**config.mk**
```make
export PLATFORM = sky130hd
export DESIGN_NAME = front_end_top
export DESIGN_NICKNAME = d
export VERILOG_FILES = /design/src/source/ctrl_pkg.sv /design/src/source/core_pkg.sv /design/src/source/front_end_top.sv /design/src/source/if_id.sv /design/src/source/stall_ctrl.sv /design/src/source/inst_fetch.sv /design/src/source/pc_gen.sv
export SDC_FILE = /design/constraint.sdc
export NUM_CORES = 1
export LEC_CHECK = 0
export BUFFER_PORTS_ARGS = -buffer_cell sky130_fd_sc_hd__buf_2
export CORE_UTILIZATION = 56
export CTS_BUF_LIST = sky130_fd_sc_hd__clkbuf_8
export DETAILED_ROUTE_END_ITERATION = 10
export GPL_TIMING_DRIVEN = 0
export PLACE_DENSITY_LB_ADDON = 0.15
export REMOVE_ABC_BUFFERS = 1
export SLEW_MARGIN = 20
export SYNTH_ARGS = -nofsm -noshare
export SYNTH_HDL_FRONTEND = slang
export SYNTH_HIERARCHICAL = 1
export SYNTH_SLANG_ARGS = --single-unit
```
**constraint.sdc**
```tcl
create_clock -name clk -period 6.2 [get_ports clk]
set_input_delay 0.31 -clock clk [delete_from_list [all_inputs] [get_ports clk]]
set_output_delay 0.31 -clock clk [all_outputs]
set_load 0.01 [all_outputs]
```
**src/source/ctrl_pkg.sv**
```systemverilog
//-------------------------------------------------
// control definitions of the fetch front end
// stall vector has one bit per stage, bit 0 is the pc stage
// a stage stall always sets its own bit and every earlier bit
//-------------------------------------------------
package ctrl_pkg;

    typedef logic [4:0] stall_t;

    // stall vector bit positions
    localparam int stall_pc  = 0;
    localparam int stall_if  = 1;
    localparam int stall_id  = 2;
    localparam int stall_ex  = 3;
    localparam int stall_mem = 4;

    // fetch FSM, one outstanding request at most
    typedef enum logic [1:0] {
        fetch_idle = 2'd0,  // free to issue a request
        fetch_wait = 2'd1,  // request out, reply pending or buffered
        fetch_drop = 2'd2   // reply in flight belongs to the old path
    } fetch_state_t;

endpackage

```
**src/source/core_pkg.sv**
```systemverilog
//-------------------------------------------------
// datapath widths and constants of the fetch front end
// widths are fixed by the ISA, 64-bit pc and 32-bit instructions
// bubbles are all-zero pc and instruction, no valid bit
//-------------------------------------------------
package core_pkg;

    // widths
    localparam int pc_w   = 64;
    localparam int inst_w = 32;

    typedef logic [pc_w-1:0]   pc_t;
    typedef logic [inst_w-1:0] inst_t;

    // first fetch address after reset
    localparam pc_t reset_pc = 64'h8000_0000;

    // values shown to decode when no instruction is present
    localparam pc_t   zero_pc     = '0;
    localparam inst_t bubble_inst = '0;

endpackage
```
**src/source/front_end_top.sv**
```systemverilog
//-------------------------------------------------
// instruction fetch front end up to the decode boundary
// memory must answer each request once, 1 or more cycles later
//-------------------------------------------------
`timescale 1ns/1ps

module front_end_top (
    input  logic            clk,
    input  logic            rst,
    // from execute
    input  logic            redirect_valid,
    input  core_pkg::pc_t   redirect_target,
    // stage stall signs, levels
    input  logic            mem_stall_sign,
    input  logic            ex_stall_sign,
    input  logic            id_stall_sign,
    // instruction memory
    output logic            inst_req,
    output core_pkg::pc_t   inst_addr,
    input  logic            inst_valid,
    input  core_pkg::inst_t inst_rdata,
    // to decode
    output core_pkg::pc_t   id_pc,
    output core_pkg::inst_t id_inst,
    output logic            if_inst_stall
);

    import core_pkg::*;
    import ctrl_pkg::*;

    pc_t    fetch_pc;
    pc_t    done_pc;        // pc paired with fetch_inst
    inst_t  fetch_inst;
    logic   fetch_done;
    logic   fetch_wait;
    stall_t stall_vec;

    pc_gen pc_gen_inst (
        .clk             (clk),
        .rst             (rst),
        .stall_vec       (stall_vec),
        .fetch_done      (fetch_done),
        .redirect_valid  (redirect_valid),
        .redirect_target (redirect_target),
        .fetch_pc        (fetch_pc)
    );

    inst_fetch inst_fetch_inst (
        .clk            (clk),
        .rst            (rst),
        .fetch_pc       (fetch_pc),
        .stall_vec      (stall_vec),
        .redirect_valid (redirect_valid),
        .inst_valid     (inst_valid),
        .inst_rdata     (inst_rdata),
        .inst_req       (inst_req),
        .inst_addr      (inst_addr),
        .fetch_done     (fetch_done),
        .fetch_wait     (fetch_wait),
        .fetch_inst     (fetch_inst),
        .done_pc        (done_pc)
    );

    stall_ctrl stall_ctrl_inst (
        .mem_stall_sign (mem_stall_sign),
        .ex_stall_sign  (ex_stall_sign),
        .id_stall_sign  (id_stall_sign),
        .fetch_wait     (fetch_wait),
        .stall_vec      (stall_vec),
        .if_inst_stall  (if_inst_stall)
    );

    // redirect doubles as the IF/ID flush
    if_id if_id_inst (
        .clk         (clk),
        .rst         (rst),
        .if_pc       (done_pc),
        .if_inst     (fetch_inst),
        .if_load     (fetch_done),
        .if_id_flush (redirect_valid),
        .stall_ctrl  (stall_vec),
        .id_pc       (id_pc),
        .id_inst     (id_inst)
    );

endmodule

```
**src/source/if_id.sv**
```systemverilog
//-------------------------------------------------
// IF/ID pipeline register
// priority: reset, flush, fetch-only bubble, hold, load
// a flush seen under stall is kept until the stall is gone
//-------------------------------------------------
`timescale 1ns/1ps

module if_id (
    input  logic             clk,
    input  logic             rst,
    input  core_pkg::pc_t    if_pc,
    input  core_pkg::inst_t  if_inst,
    input  logic             if_load,
    input  logic             if_id_flush,
    input  ctrl_pkg::stall_t stall_ctrl,
    output core_pkg::pc_t    id_pc,
    output core_pkg::inst_t  id_inst
);

    import core_pkg::*;
    import ctrl_pkg::*;

    logic flush_pend;       // flush still owed to decode
    logic clear;
    logic if_only_stall;
    logic full_stall;
    logic front_stalled;
    logic front_free;

    assign clear         = if_id_flush || flush_pend;
    assign if_only_stall = stall_ctrl[stall_if] && !stall_ctrl[stall_id];
    assign full_stall    = &stall_ctrl[stall_id:stall_pc];
    assign front_stalled = (stall_ctrl[stall_if:stall_pc] == 2'b11);
    assign front_free    = (stall_ctrl[stall_if:stall_pc] == 2'b00);

    always_ff @(posedge clk) begin
        if (rst) begin
            id_pc   <= zero_pc;
            id_inst <= bubble_inst;
        end else if (clear) begin
            id_pc   <= zero_pc;
            id_inst <= bubble_inst;
        end else if (if_only_stall) begin
            id_pc   <= zero_pc;     // fetch still waiting
            id_inst <= bubble_inst;
        end else if (full_stall) begin
            id_pc   <= id_pc;
            id_inst <= id_inst;
        end else if (if_load) begin
            id_pc   <= if_pc;
            id_inst <= if_inst;
        end else begin
            // unstalled without a delivery, nothing valid to pass on
            id_pc   <= zero_pc;
            id_inst <= bubble_inst;
        end
    end

    // pending flush memory
    always_ff @(posedge clk) begin
        if (rst)
            flush_pend <= 1'b0;
        else if (if_id_flush && front_stalled)
            flush_pend <= 1'b1;
        else if (front_free)
            flush_pend <= 1'b0;
    end

endmodule

```
**src/source/stall_ctrl.sv**
```systemverilog
//-------------------------------------------------
// stall vector from the stage stall signs and the fetch wait
// the latest stalled stage decides, earlier bits follow
//-------------------------------------------------
`timescale 1ns/1ps

module stall_ctrl (
    input  logic             mem_stall_sign,
    input  logic             ex_stall_sign,
    input  logic             id_stall_sign,
    input  logic             fetch_wait,
    output ctrl_pkg::stall_t stall_vec,
    output logic             if_inst_stall
);

    import ctrl_pkg::*;

    always_comb begin
        stall_vec = '0;
        if (mem_stall_sign) begin
            stall_vec[stall_mem:stall_pc] = '1;
        end else if (ex_stall_sign) begin
            stall_vec[stall_ex:stall_pc] = '1;
        end else if (id_stall_sign) begin
            stall_vec[stall_id:stall_pc] = '1;
        end else if (fetch_wait) begin
            stall_vec[stall_if:stall_pc] = '1;    // fetch only, decode gets a bubble
        end
    end

    // any downstream stage busy
    assign if_inst_stall = mem_stall_sign | ex_stall_sign | id_stall_sign;

endmodule

```
**src/source/inst_fetch.sv**
```systemverilog
//-------------------------------------------------
// instruction fetch FSM with a single outstanding request
// memory must not answer without a request
// a reply seen under downstream stall is buffered until it clears
//-------------------------------------------------
`timescale 1ns/1ps

module inst_fetch (
    input  logic             clk,
    input  logic             rst,
    input  core_pkg::pc_t    fetch_pc,
    input  ctrl_pkg::stall_t stall_vec,
    input  logic             redirect_valid,
    input  logic             inst_valid,
    input  core_pkg::inst_t  inst_rdata,
    output logic             inst_req,
    output core_pkg::pc_t    inst_addr,
    output logic             fetch_done,
    output logic             fetch_wait,
    output core_pkg::inst_t  fetch_inst,
    output core_pkg::pc_t    done_pc
);

    import core_pkg::*;
    import ctrl_pkg::*;

    // port fetch_wait shadows the enum member of the same name
    fetch_state_t state;
    pc_t          req_pc;       // address of the request in flight
    logic         buf_valid;
    inst_t        buf_inst;
    logic         reply_avail;
    logic         in_wait;

    assign in_wait     = (state == ctrl_pkg::fetch_wait);
    assign reply_avail = inst_valid || buf_valid;

    // no issue in reset, nor in a redirect cycle while fetch_pc is still the old path
    assign inst_req  = !rst && (state == fetch_idle) && !stall_vec[stall_pc]
                       && !redirect_valid;
    assign inst_addr = fetch_pc;

    // delivery only needs decode to be free
    assign fetch_done = in_wait && reply_avail && !stall_vec[stall_id] && !redirect_valid;

    // low once a reply is at hand so the stall vector has no loop
    assign fetch_wait = (state == fetch_drop) || (in_wait && !reply_avail);

    assign fetch_inst = buf_valid ? buf_inst : inst_rdata;
    assign done_pc    = req_pc;

    always_ff @(posedge clk) begin
        if (rst) begin
            state     <= fetch_idle;
            buf_valid <= 1'b0;
        end else begin
            case (state)
                fetch_idle: begin
                    if (inst_req)
                        state <= ctrl_pkg::fetch_wait;
                end
                ctrl_pkg::fetch_wait: begin
                    if (redirect_valid) begin
                        // stale reply already here, or still to come
                        state     <= reply_avail ? fetch_idle : fetch_drop;
                        buf_valid <= 1'b0;
                    end else if (fetch_done) begin
                        state     <= fetch_idle;
                        buf_valid <= 1'b0;
                    end else if (inst_valid) begin
                        buf_valid <= 1'b1;  // park it until the stall clears
                    end
                end
                fetch_drop: begin
                    if (inst_valid)
                        state <= fetch_idle;    // swallowed
                end
                default: state <= fetch_idle;
            endcase
        end
    end

    // request address and parked reply word
    always_ff @(posedge clk) begin
        if (inst_req)
            req_pc <= fetch_pc;
        if (in_wait && inst_valid)
            buf_inst <= inst_rdata;
    end

endmodule

```
**src/source/pc_gen.sv**
```systemverilog
//-------------------------------------------------
// fetch address register
// redirect wins over sequential advance, even under stall
// advances by four only on a delivered instruction
//-------------------------------------------------
`timescale 1ns/1ps

module pc_gen (
    input  logic             clk,
    input  logic             rst,
    input  ctrl_pkg::stall_t stall_vec,
    input  logic             fetch_done,
    input  logic             redirect_valid,
    input  core_pkg::pc_t    redirect_target,
    output core_pkg::pc_t    fetch_pc
);

    import core_pkg::*;
    import ctrl_pkg::*;

    logic  advance;
    pc_t   seq_pc;

    // next sequential word
    assign seq_pc  = fetch_pc + pc_t'(4);
    assign advance = fetch_done && !stall_vec[stall_pc];

    always_ff @(posedge clk) begin
        if (rst) begin
            fetch_pc <= reset_pc;
        end else if (redirect_valid) begin
            fetch_pc <= redirect_target;    // branch from execute
        end else if (advance) begin
            fetch_pc <= seq_pc;
        end
    end

endmodule

```
---- After elaboration in Yosys (flattened, before gate mapping) ----
Index checks and enable logic that the tools add are counted.
Widths: inputs -> output; s select.
word-level totals
  register bits ........................... 260
  memory bits (writable) .................. 0
  bits in latches ......................... 0
  memories ................................ 0
  logic and storage cells ................. 66
  bits in read-only memories .............. 0
  input bits .............................. 103
cells by class
  multiplexer cells ....................... 21
  shift-type cells ........................ 0
  bitwise logic cells ..................... 2
  magnitude comparators ................... 0
  equality and inequality tests ........... 6
  reductions and logical operators ........ 28
  add/subtract/negate cells ............... 1
  divide/modulo/power cells ............... 0
  $mul .................................... 0
operators with widths
  operator               number
  $mux 64                3
  $add 64x3->64 const B  1
  $mux 32                2
  $mux 2                 7
  $logic_and 1x1->1      11
  $mux 1                 6
  $mux 3                 2
  $pmux 2 s3             1
  $reduce_and 3->1       2
  $logic_not 1->1        5
  $eq 2x2->1 const B     2
  $logic_not 2->1        2
  $ne 2x2->1 const B     2
  $reduce_bool 2->1      2
  $logic_or 1x1->1       3
  $ne 3x3->1 const B     1
  $reduce_bool 3->1      1
  $reduce_or 3->1        1
  $eq 2x1->1 const B     1
  $or 1x1->1             2
  $reduce_and 2->1       1

---- Longest topological paths before layout ----
Gate-level depths: netlist of the first run.
  depth in word-level cells ............... 14
  gate-level depth with buffers ........... 12
  depth with buffers taken out ............ 9

---- Modules after synthesis ----
The synthesis of the first run kept the hierarchy.
modules (own cells, without submodules)
  module      area each (um^2)  cells each  seq. area each (um^2)  instances
  inst_fetch  3926.3            214         2942.8                 1
  pc_gen      3717.3            458         1281.2                 1
  if_id       3542.1            435         1941.9                 1
  stall_ctrl  43.8              6           0.0                    1

---- Worst setup path after synthesis of the first run ----
Ideal clock, no wire load.
  kind .................................... register -> register
  from .................................... register inst_fetch_inst.buf_valid
  to ...................................... register inst_fetch_inst.req_pc[0] (netlist: inst_fetch_inst/done_pc[0]), enable pin
  setup time .............................. 0.492 ns
  buffers on the path ..................... 2
  path slack .............................. 1.230 ns
  clock period less this slack ............ 4.970 ns
  stages on the path, launching flop included .. 7
  data required time ...................... 5.708 ns
  arrival ................................. 4.478 ns
  cells stage by stage .................... dfxtp_1 -> buf_2 -> buf_4 -> o31ai_1 -> or4_1 -> or4_4 -> nor2_1
on the way
  cells in the longest elaborated chain, start to end .. 11
ends and longest elaborated chain
  item                    RTL line             source
  from (decl)             inst_fetch.sv:30     logic buf_valid;
  from (signal assigned)  inst_fetch.sv:55     buf_valid <= 1'b0;
  from (signal assigned)  inst_fetch.sv:66     buf_valid <= 1'b0;
  from (signal assigned)  inst_fetch.sv:69     buf_valid <= 1'b0;
  $logic_or 1x1->1        inst_fetch.sv:36     assign reply_avail = inst_valid || buf_valid;
  $logic_not 1->1         inst_fetch.sv:47     assign fetch_wait = (state == fetch_drop) || (in_wait && !reply_avail);
  $logic_and 1x1->1       inst_fetch.sv:47
  $logic_or 1x1->1        inst_fetch.sv:47
  net fetch_wait          front_end_top.sv:35  logic fetch_wait;
  $mux 2                  stall_ctrl.sv:26     end else if (fetch_wait) begin
  $mux 2                  stall_ctrl.sv:24     end else if (id_stall_sign) begin
  $mux 3                  stall_ctrl.sv:22     end else if (ex_stall_sign) begin
  $mux 3                  stall_ctrl.sv:20     if (mem_stall_sign) begin
  net stall_vec[0]        front_end_top.sv:36  stall_t stall_vec;
  $logic_not 1->1         inst_fetch.sv:39     assign inst_req = !rst && (state == fetch_idle) && !stall_vec[stall_pc]
  $logic_and 1x1->1       inst_fetch.sv:39
  $logic_and 1x1->1       inst_fetch.sv:40     && !redirect_valid;
  net inst_req            front_end_top.sv:18  output logic inst_req,
  to (signal assigned)    inst_fetch.sv:86     req_pc <= fetch_pc;
  to (decl)               inst_fetch.sv:29     pc_t req_pc;
The timed path passes the listed nets, and every way through them passes these cells.
A chain may end at the register's enable or synchronous reset.

---- Worst setup path after layout of the first run ----
  from .................................... register inst_fetch_inst.state[1]
  to ...................................... output inst_req
on the way
  cells in the longest elaborated chain, start to end .. 10
  elaborated cells on any way between the ends .. 13
  those cells by class .................... eq/ne: 2; mux: 4; reduce/logical: 7
ends and longest elaborated chain
  item                    RTL line             source
  from (decl)             inst_fetch.sv:28     fetch_state_t state;
  from (signal assigned)  inst_fetch.sv:54     state <= fetch_idle;
  from (signal assigned)  inst_fetch.sv:60     state <= ctrl_pkg::fetch_wait;
  from (signal assigned)  inst_fetch.sv:65     state <= reply_avail ? fetch_idle : fetch_drop;
  $eq 2x1->1              inst_fetch.sv:35     assign in_wait = (state == ctrl_pkg::fetch_wait);
  $logic_and 1x1->1       inst_fetch.sv:47
  $logic_or 1x1->1 *      inst_fetch.sv:47
  net fetch_wait          front_end_top.sv:35
  $mux 2 *                stall_ctrl.sv:26
  $mux 2 *                stall_ctrl.sv:24
  $mux 3 *                stall_ctrl.sv:22
  $mux 3 *                stall_ctrl.sv:20
  net stall_vec[0]        front_end_top.sv:36
  $logic_not 1->1 *       inst_fetch.sv:39
  $logic_and 1x1->1 *     inst_fetch.sv:39
  $logic_and 1x1->1 *     inst_fetch.sv:40
  to (decl)               front_end_top.sv:18
The timed path passes the listed nets; every way through them passes the cells marked *.

==> results.md, run 1 <==
- Reg2Reg Capture Point: pc_gen_inst/fetch_pc[43]
- Final Skew: 0.0143 ns
- Worst min path class: input port to register
- Worst-Skew Late Latency: 0.54 ns
- Fin crit period: approximately 3.7 ns
- Gate power share: under 10%
- Setup Viol. Count Final: 0
- Final Wtd Congestion: 0.787
- CP endpoint kind: primary output
- Total global-route track usage: 27.8%
- Die Y: around 140 um
- Final std cells w/o fill: 1,671
- Initial Util: 57.4%
- HP Start: redirect_target[14]
- TNS Setup: 0 ns
- Wire per inst: between 15 and 20 um
- Worst hold stages: 3
- Period utilization: 60.1%
- Die ar.: 0.0206 sq mm
- Htree depth: 2
- Mean number of vias per cell: 5.42
- Final max-slew violation count: 0
- Critical path's top delay family: simple AND/OR/NAND/NOR gates
- Slew @ Worst Pin: 0.965 ns
- Crit-path cells: nand2b_1, o31ai_1, or4_1, or4_4, nor2_4, buf_12, buf_2
- Router iterations before antenna repair: 6
- Worst Path Buf+Inv: 2
- Power Internal: 0.00265 W
- Data arrival, critical path: about 3.4 ns
- Vias in the first global route: 8,539
- Post-route antenna net violation count: 0
- TritonCTS Buffers: between 40 and 50
- Root Driver: clkbuf_8
- Max Freq: 268 MHz
- Placed Cells: 1,527
- Seq pwr share: 52.6%
- Worst reg2reg setup slack: roughly 2.6 ns
- Status: finished, final reports clean
- Max Fanout on Critical Path: 29
- Max-slew headroom: 35.6%
- IO Port Bufs: 264
- Die width: 144 um
- Final Hold Fails: 0
- Core ar.: 0.0195 sq mm
- Hold Path Sink: pc_gen_inst/fetch_pc[14]
- Ports: 265
- DRC Markers: 0
- DRT iter0 DRCs: around 500
- Reg2reg start: inst_fetch_inst/state[1]
- Layout cells sized above 1: 29.0%
- CP required: 5.89 ns
- Layout area overhead: 23.5%
- Clock share of power: 39.4%
- Critical path class: register to primary output
- RSZ-0062 raised after global routing: no
- HPWL Detailed: 19,300 um
- Worst path max stage delay: 0.69 ns
- First-pass GRT wire length: 44,900 um
- CTS tree: yes
- Max cap viols: 0
- Critical Path Slowest Stage Cell: or4_1
- Warnings from Yosys: 6
- Synthesized cell area: 0.0112 sq mm
- Antenna violations before repair: 3
- Avg Cell Area, Syn: 10.1 sq um
- Startpoint Class: register
- CTS sink cnt: between 200 and 300
- Sw Ratio: around 25%
- Synthesized instance count: about 1,100
- Vias: between 9,000 and 10,000
- Clock slew at reported path FFs: around 0.06 ns
- Num rows: 51
- Clock buffer depth: 3
- Leak Pwr: 5.37 nW
- Worst vdd ir: 0.191 mV
- Total routed wirelength: 29,300 um
- Final net count: 1,472
- Largest net degree at the start of global routing: 73
- FF-to-FF path depth: 8
- Sw Pwr: 0.000865 W
- Total gr overflow: 0
- Cell Pwr Density: approximately 250 mW/mm^2
## layer usage
metal	wire (um)	GRT usage, %
met1	12500	35.4
met2	14300	47.6
met4	357	7.45
met3	2090	6.26
met5	0	0
## how the worst max path moves through the flow
| stage | start | endpoint | slack, ns | cells past startpoint |
|---|---|---|---|---|
| floorplan | inst_fetch_inst/buf_valid | pc_gen_inst/fetch_pc[37] | -2.43 | 8 |
| global placement | inst_fetch_inst/buf_valid | pc_gen_inst/fetch_pc[37] | -8.24 | 8 |
| detailed placement | mem_stall_sign | pc_gen_inst/fetch_pc[37] | 2.12 | 12 |
| CTS | inst_fetch_inst/state[1] | inst_req | 2.43 | 7 |
| global route | inst_fetch_inst/state[1] | inst_req | 2.26 | 7 |
| finish | inst_fetch_inst/state[1] | inst_req | 2.47 | 7 |
## through the flow
| stage | worst slack [ns] | util (%) | hold slack, ns | total power, W | instance area, sq um |
|---|---|---|---|---|---|
| after floorplan | -2.43 | - | 0.375 | 0.00199 | 10400 |
| after global placement | -8.24 | 61.6 | 0.435 | 0.00211 | 12000 |
| after detailed placement | 2.12 | 63.6 | 0.434 | 0.00214 | 12400 |
| after CTS | 2.43 | 70.8 | 0.00140 | 0.00354 | 13800 |
| after global routing | 2.26 | 70.9 | 0.00591 | 0.00366 | 13800 |
| final | 2.47 | 70.9 | 0.0267 | 0.00352 | 13900 |
## tightest hold or removal path, stage by stage
cell     delay (ns)
buf_2          0.09
nand2_1        0.05
a21oi_1        0.05
## flip-flops by register name (all words and copies together), names as in the netlist
| name | count |
|---|---|
| pc_gen_inst/fetch_pc | 64 |
| if_id_inst/flush_pend | 1 |
| inst_fetch_inst/buf_inst | 32 |
| inst_fetch_inst/buf_valid | 1 |
| inst_fetch_inst/state | 2 |
| if_id_inst/id_inst | 32 |
| if_id_inst/id_pc | 64 |
| inst_fetch_inst/done_pc | 64 |
## power groups by stage
stage | sequential (W) | clock, W | combinational (W)
floorplan | 0.00189 | 0 | 0.000106
global route | 0.00186 | 0.00150 | 0.000305
detailed placement | 0.00189 | 0 | 0.000248
global placement | 0.00189 | 0 | 0.000223
finish | 0.00185 | 0.00139 | 0.000281
CTS | 0.00185 | 0.00141 | 0.000279
## what timing repair did
action	4_1_cts	5_1_grt
setup buffers	0	0
resized for setup	0	0
hold buffers	60	1
hold endpoints to repair	60	1
## final cells by class
type                            count  area, sq um
Clock inverter                     30          128
Antenna cell                        4         10.0
Sequential cell                   260         6170
Clock buffer                       49          674
Inverter                           10         40.0
Fill cell                        1479         5680
Timing Repair Buffer              345         2280
Multi-Input combinational cell    708         4220
Tap cell                          265          332
## cell usage in the layout (no fill, tap or decap), types with 4 or more instances in the layout
master,n
buf_12,4
mux2_2,32
inv_1,30
or3_1,9
nand4_1,31
dlygate4sd3_1,61
diode_2,4
nor4_2,6
clkbuf_8,49
a21oi_1,123
dfxtp_1,163
xnor2_1,36
buf_4,8
xor2_1,20
a311oi_1,5
mux2i_1,15
o21ai_0,5
edfxtp_1,96
and3_1,13
buf_2,263
nand3_1,111
a211oi_1,16
buf_16,7
or4_1,4
nand2_1,143
nor3_1,13
nor2_1,65
nor4_1,9
o22ai_1,4
Note: power is estimated with default switching activity, not from simulation.
==> run 2, diff against run 1 <==
Clock period 6.2 ns to 3.54 ns, I/O delays scaled along.
==> run 2 against run 1 <==
  * Combinational power up 89%
  * Clock-buffer cell count is the same
  * Global-route usage is 0.65 points higher
  * Sequential share of layout area down 1.2 points
  * Design area up 2.9%
  * Critical path type is now register to register
  * Critical endpoint is now pc_gen_inst/fetch_pc[11]
==> results.md, run 2 (synthesis results as in run 1) <==
- CP required: 3.93 ns (-1.96 ns)
- Cell Pwr Density: 435 mW/mm^2 (+71%)
- Status: finished, final reports clean
- Antenna violations before repair: 1 (-2)
- Worst path max stage delay: 0.58 ns (-0.11 ns)
- Max Fanout on Critical Path: 13 (-55%)
- Final Wtd Congestion: 0.787 (unchanged)
- HPWL Detailed: 19,300 um (unchanged)
- Critical path class: register to register
- Worst hold stages: 2 (-1)
- Layout cells sized above 1: 28.7% (-0.34 points)
- Htree depth: 2 (unchanged)
- Most frequent cells in the layout: buf_2, dfxtp_1, nand2_1
- IO Port Bufs: 264 (unchanged)
- Die width: 144 um (unchanged)
- DRT iter0 DRCs: 512 (+2.8%)
- Num rows: 51 (unchanged)
- Worst reg2reg setup slack: 0.28 ns (-2.36 ns)
- FF-to-FF path depth: 9 (+1)
- TNS Setup: 0 ns (unchanged)
- First-pass GRT wire length: 46,100 um (+2.6%)
- Total gr overflow: 0 (unchanged)
- Largest net degree at the start of global routing: 73 (unchanged)
- Critical Path Slowest Stage Cell: or3_1
- Reg2reg start: inst_fetch_inst/state[1]
- Hold Path Sink: pc_gen_inst/fetch_pc[40]
- RSZ-0062 raised after global routing: no
- Max-slew headroom: 33.1% (-2.5 points)
- CP endpoint kind: register
- Final WS setup: 0.281 ns (-2.19 ns)
- Die Y: 144 um (unchanged)
- Worst Path Buf+Inv: 0 (-2)
- Die ar.: 0.0206 sq mm (unchanged)
- Root Driver: clkbuf_8
- Final Skew: 0.0129 ns (-0.00147 ns)
- Total global-route track usage: 28.5% (+0.65 points)
- Final Hold Fails: 0 (unchanged)
- Overall power: 0.00620 W (+76%)
- Max cap viols: 0 (unchanged)
- Setup Viol. Count Final: 0 (unchanged)
- Place WS: -0.406 ns (-2.53 ns)
- Post-route antenna net violation count: 0 (unchanged)
- Vias: 9,257 (+2.2%)
- Leak Pwr: 5.56 nW (+3.4%)
- HP Start: rst
- Clock buffer depth: 3 (unchanged)
- Final max-slew violation count: 0 (unchanged)
- Fin crit period: 3.26 ns
- Worst-Skew Late Latency: 0.54 ns (about the same)
- Period utilization: 92.1%
- Final net count: 1,513 (+2.8%)
- Max Freq: 307 MHz
- Worst vdd ir: 0.343 mV (+80%)
- Critical path's top delay family: simple AND/OR/NAND/NOR gates
- Placed Cells: 1,527 (unchanged)
- CTS tree: yes
- Initial Util: 57.4% (unchanged)
- Worst min path class: input port to register
- Crit-path cells: nand2b_1, o31ai_1, or4_4, nand2b_1, or3_1, or3_1, xnor2_1, mux2i_1, nor2_1
- Startpoint Class: register
- TritonCTS Buffers: 43 (unchanged)
- Mean number of vias per cell: 5.42 (about the same)
- Core ar.: 0.0195 sq mm (unchanged)
- Reg2Reg Capture Point: pc_gen_inst/fetch_pc[11]
- Final core occ: 73.0% (+2.1 points)
- Final std cells w/o fill: 1,709 (+2.3%)
- Wire per inst: 17.5 um (about the same)
- Total routed wirelength: 30,000 um (+2.3%)
- Slew @ Worst Pin: 1.00 ns (+0.0377 ns)
- DRC Markers: 0 (unchanged)
- Data arrival, critical path: 3.65 ns (+0.23 ns)
- Layout area overhead: 27.1%
- Vias in the first global route: 8,872 (+3.9%)
- Router iterations before antenna repair: 5 (-1)
- Ports: 265 (unchanged)
- Commonest non-fill, non-tap cell in the layout: buf_2
- CTS sink cnt: 260 (unchanged)
- Clock slew at reported path FFs: 0.06 ns (about the same)
-- run 2: cell types whose count changed in the layout (fill, tap and decap cells not counted), sizes merged --
cell         before  now
diode             4    1
dlygate4sd3      61   97
buf             284  289
-- run 2: area by class of cell --
| type | instances | area, sq um |
|---|---|---|
| multi-input combinational | 708 | 4230 |
| clock inverter | 30 | 128 |
| antenna | 1 | 2.50 |
| timing repair buffer | 386 | 2680 |
| clock buffer | 49 | 674 |
| tap | 265 | 332 |
| sequential | 260 | 6170 |
| fill | 1422 | 5270 |
| inverter | 10 | 40.0 |
-- run 2: report_power, final --
part / leakage, nW / switching, W / internal (W)
sequential: 2.20 / 0.0000837 / 0.00316
combinational: 2.87 / 0.000278 / 0.000251
clock: 0.481 / 0.00117 / 0.00126
total: 5.56 / 0.00153 / 0.00468
-- run 2: how the worst max path moves through the flow --
stage | startpoint | to | slack, ns | cells past startpoint
floorplan | inst_fetch_inst/buf_valid | pc_gen_inst/fetch_pc[37] | -5.09 | 8
global placement | inst_fetch_inst/buf_valid | pc_gen_inst/fetch_pc[37] | -10.90 | 8
detailed placement | mem_stall_sign | pc_gen_inst/fetch_pc[37] | -0.41 | 12
CTS | inst_fetch_inst/buf_valid | pc_gen_inst/fetch_pc[36] | 0.01 | 9
global route | inst_fetch_inst/state[1] | pc_gen_inst/fetch_pc[11] | 0.08 | 9
finish | inst_fetch_inst/state[1] | pc_gen_inst/fetch_pc[11] | 0.28 | 9
-- run 2: routing by layer --
metal	vias up	track usage (%)	wire (um)
met1	4418	36.1	12800
met3	47	6.13	2000
met2	314	48.6	14600
li1	4478	-	-
met5	-	0	0
met4	0	8.62	520
-- run 2: metrics by stage --
step           instance area (sq um)  hold slack (ns)
2_1_floorplan                  10400            0.242
3_3_place_gp                   12000            0.371
3_5_place_dp                   12400            0.373
4_1_cts                        14200            0.188
5_1_grt                        14300            0.214
6_report                       14300            0.198
-- run 2: worst register-to-register path: cells and delay by family (launching register included) --
family           cells  cell delay (ns)
AND/OR/NAND/NOR      6             2.21
flip-flops           1             0.47
multiplexers         1             0.19
XOR/XNOR             1             0.15
AO/OA/AOI/OAI        1             0.08
-- run 2: what timing repair did --
| action | 4_1_cts | 5_1_grt |
|---|---|---|
| hold buffers | 97 | 0 |
| gates cloned | 0 | 0 |
| endpoints found under the hold margin | 97 | 0 |
| gates resized for setup | 0 | 4 |
| setup buffers | 2 | 3 |
| endpoints found under the setup margin | 5 | 17 |
| pin swaps | 2 | 1 |
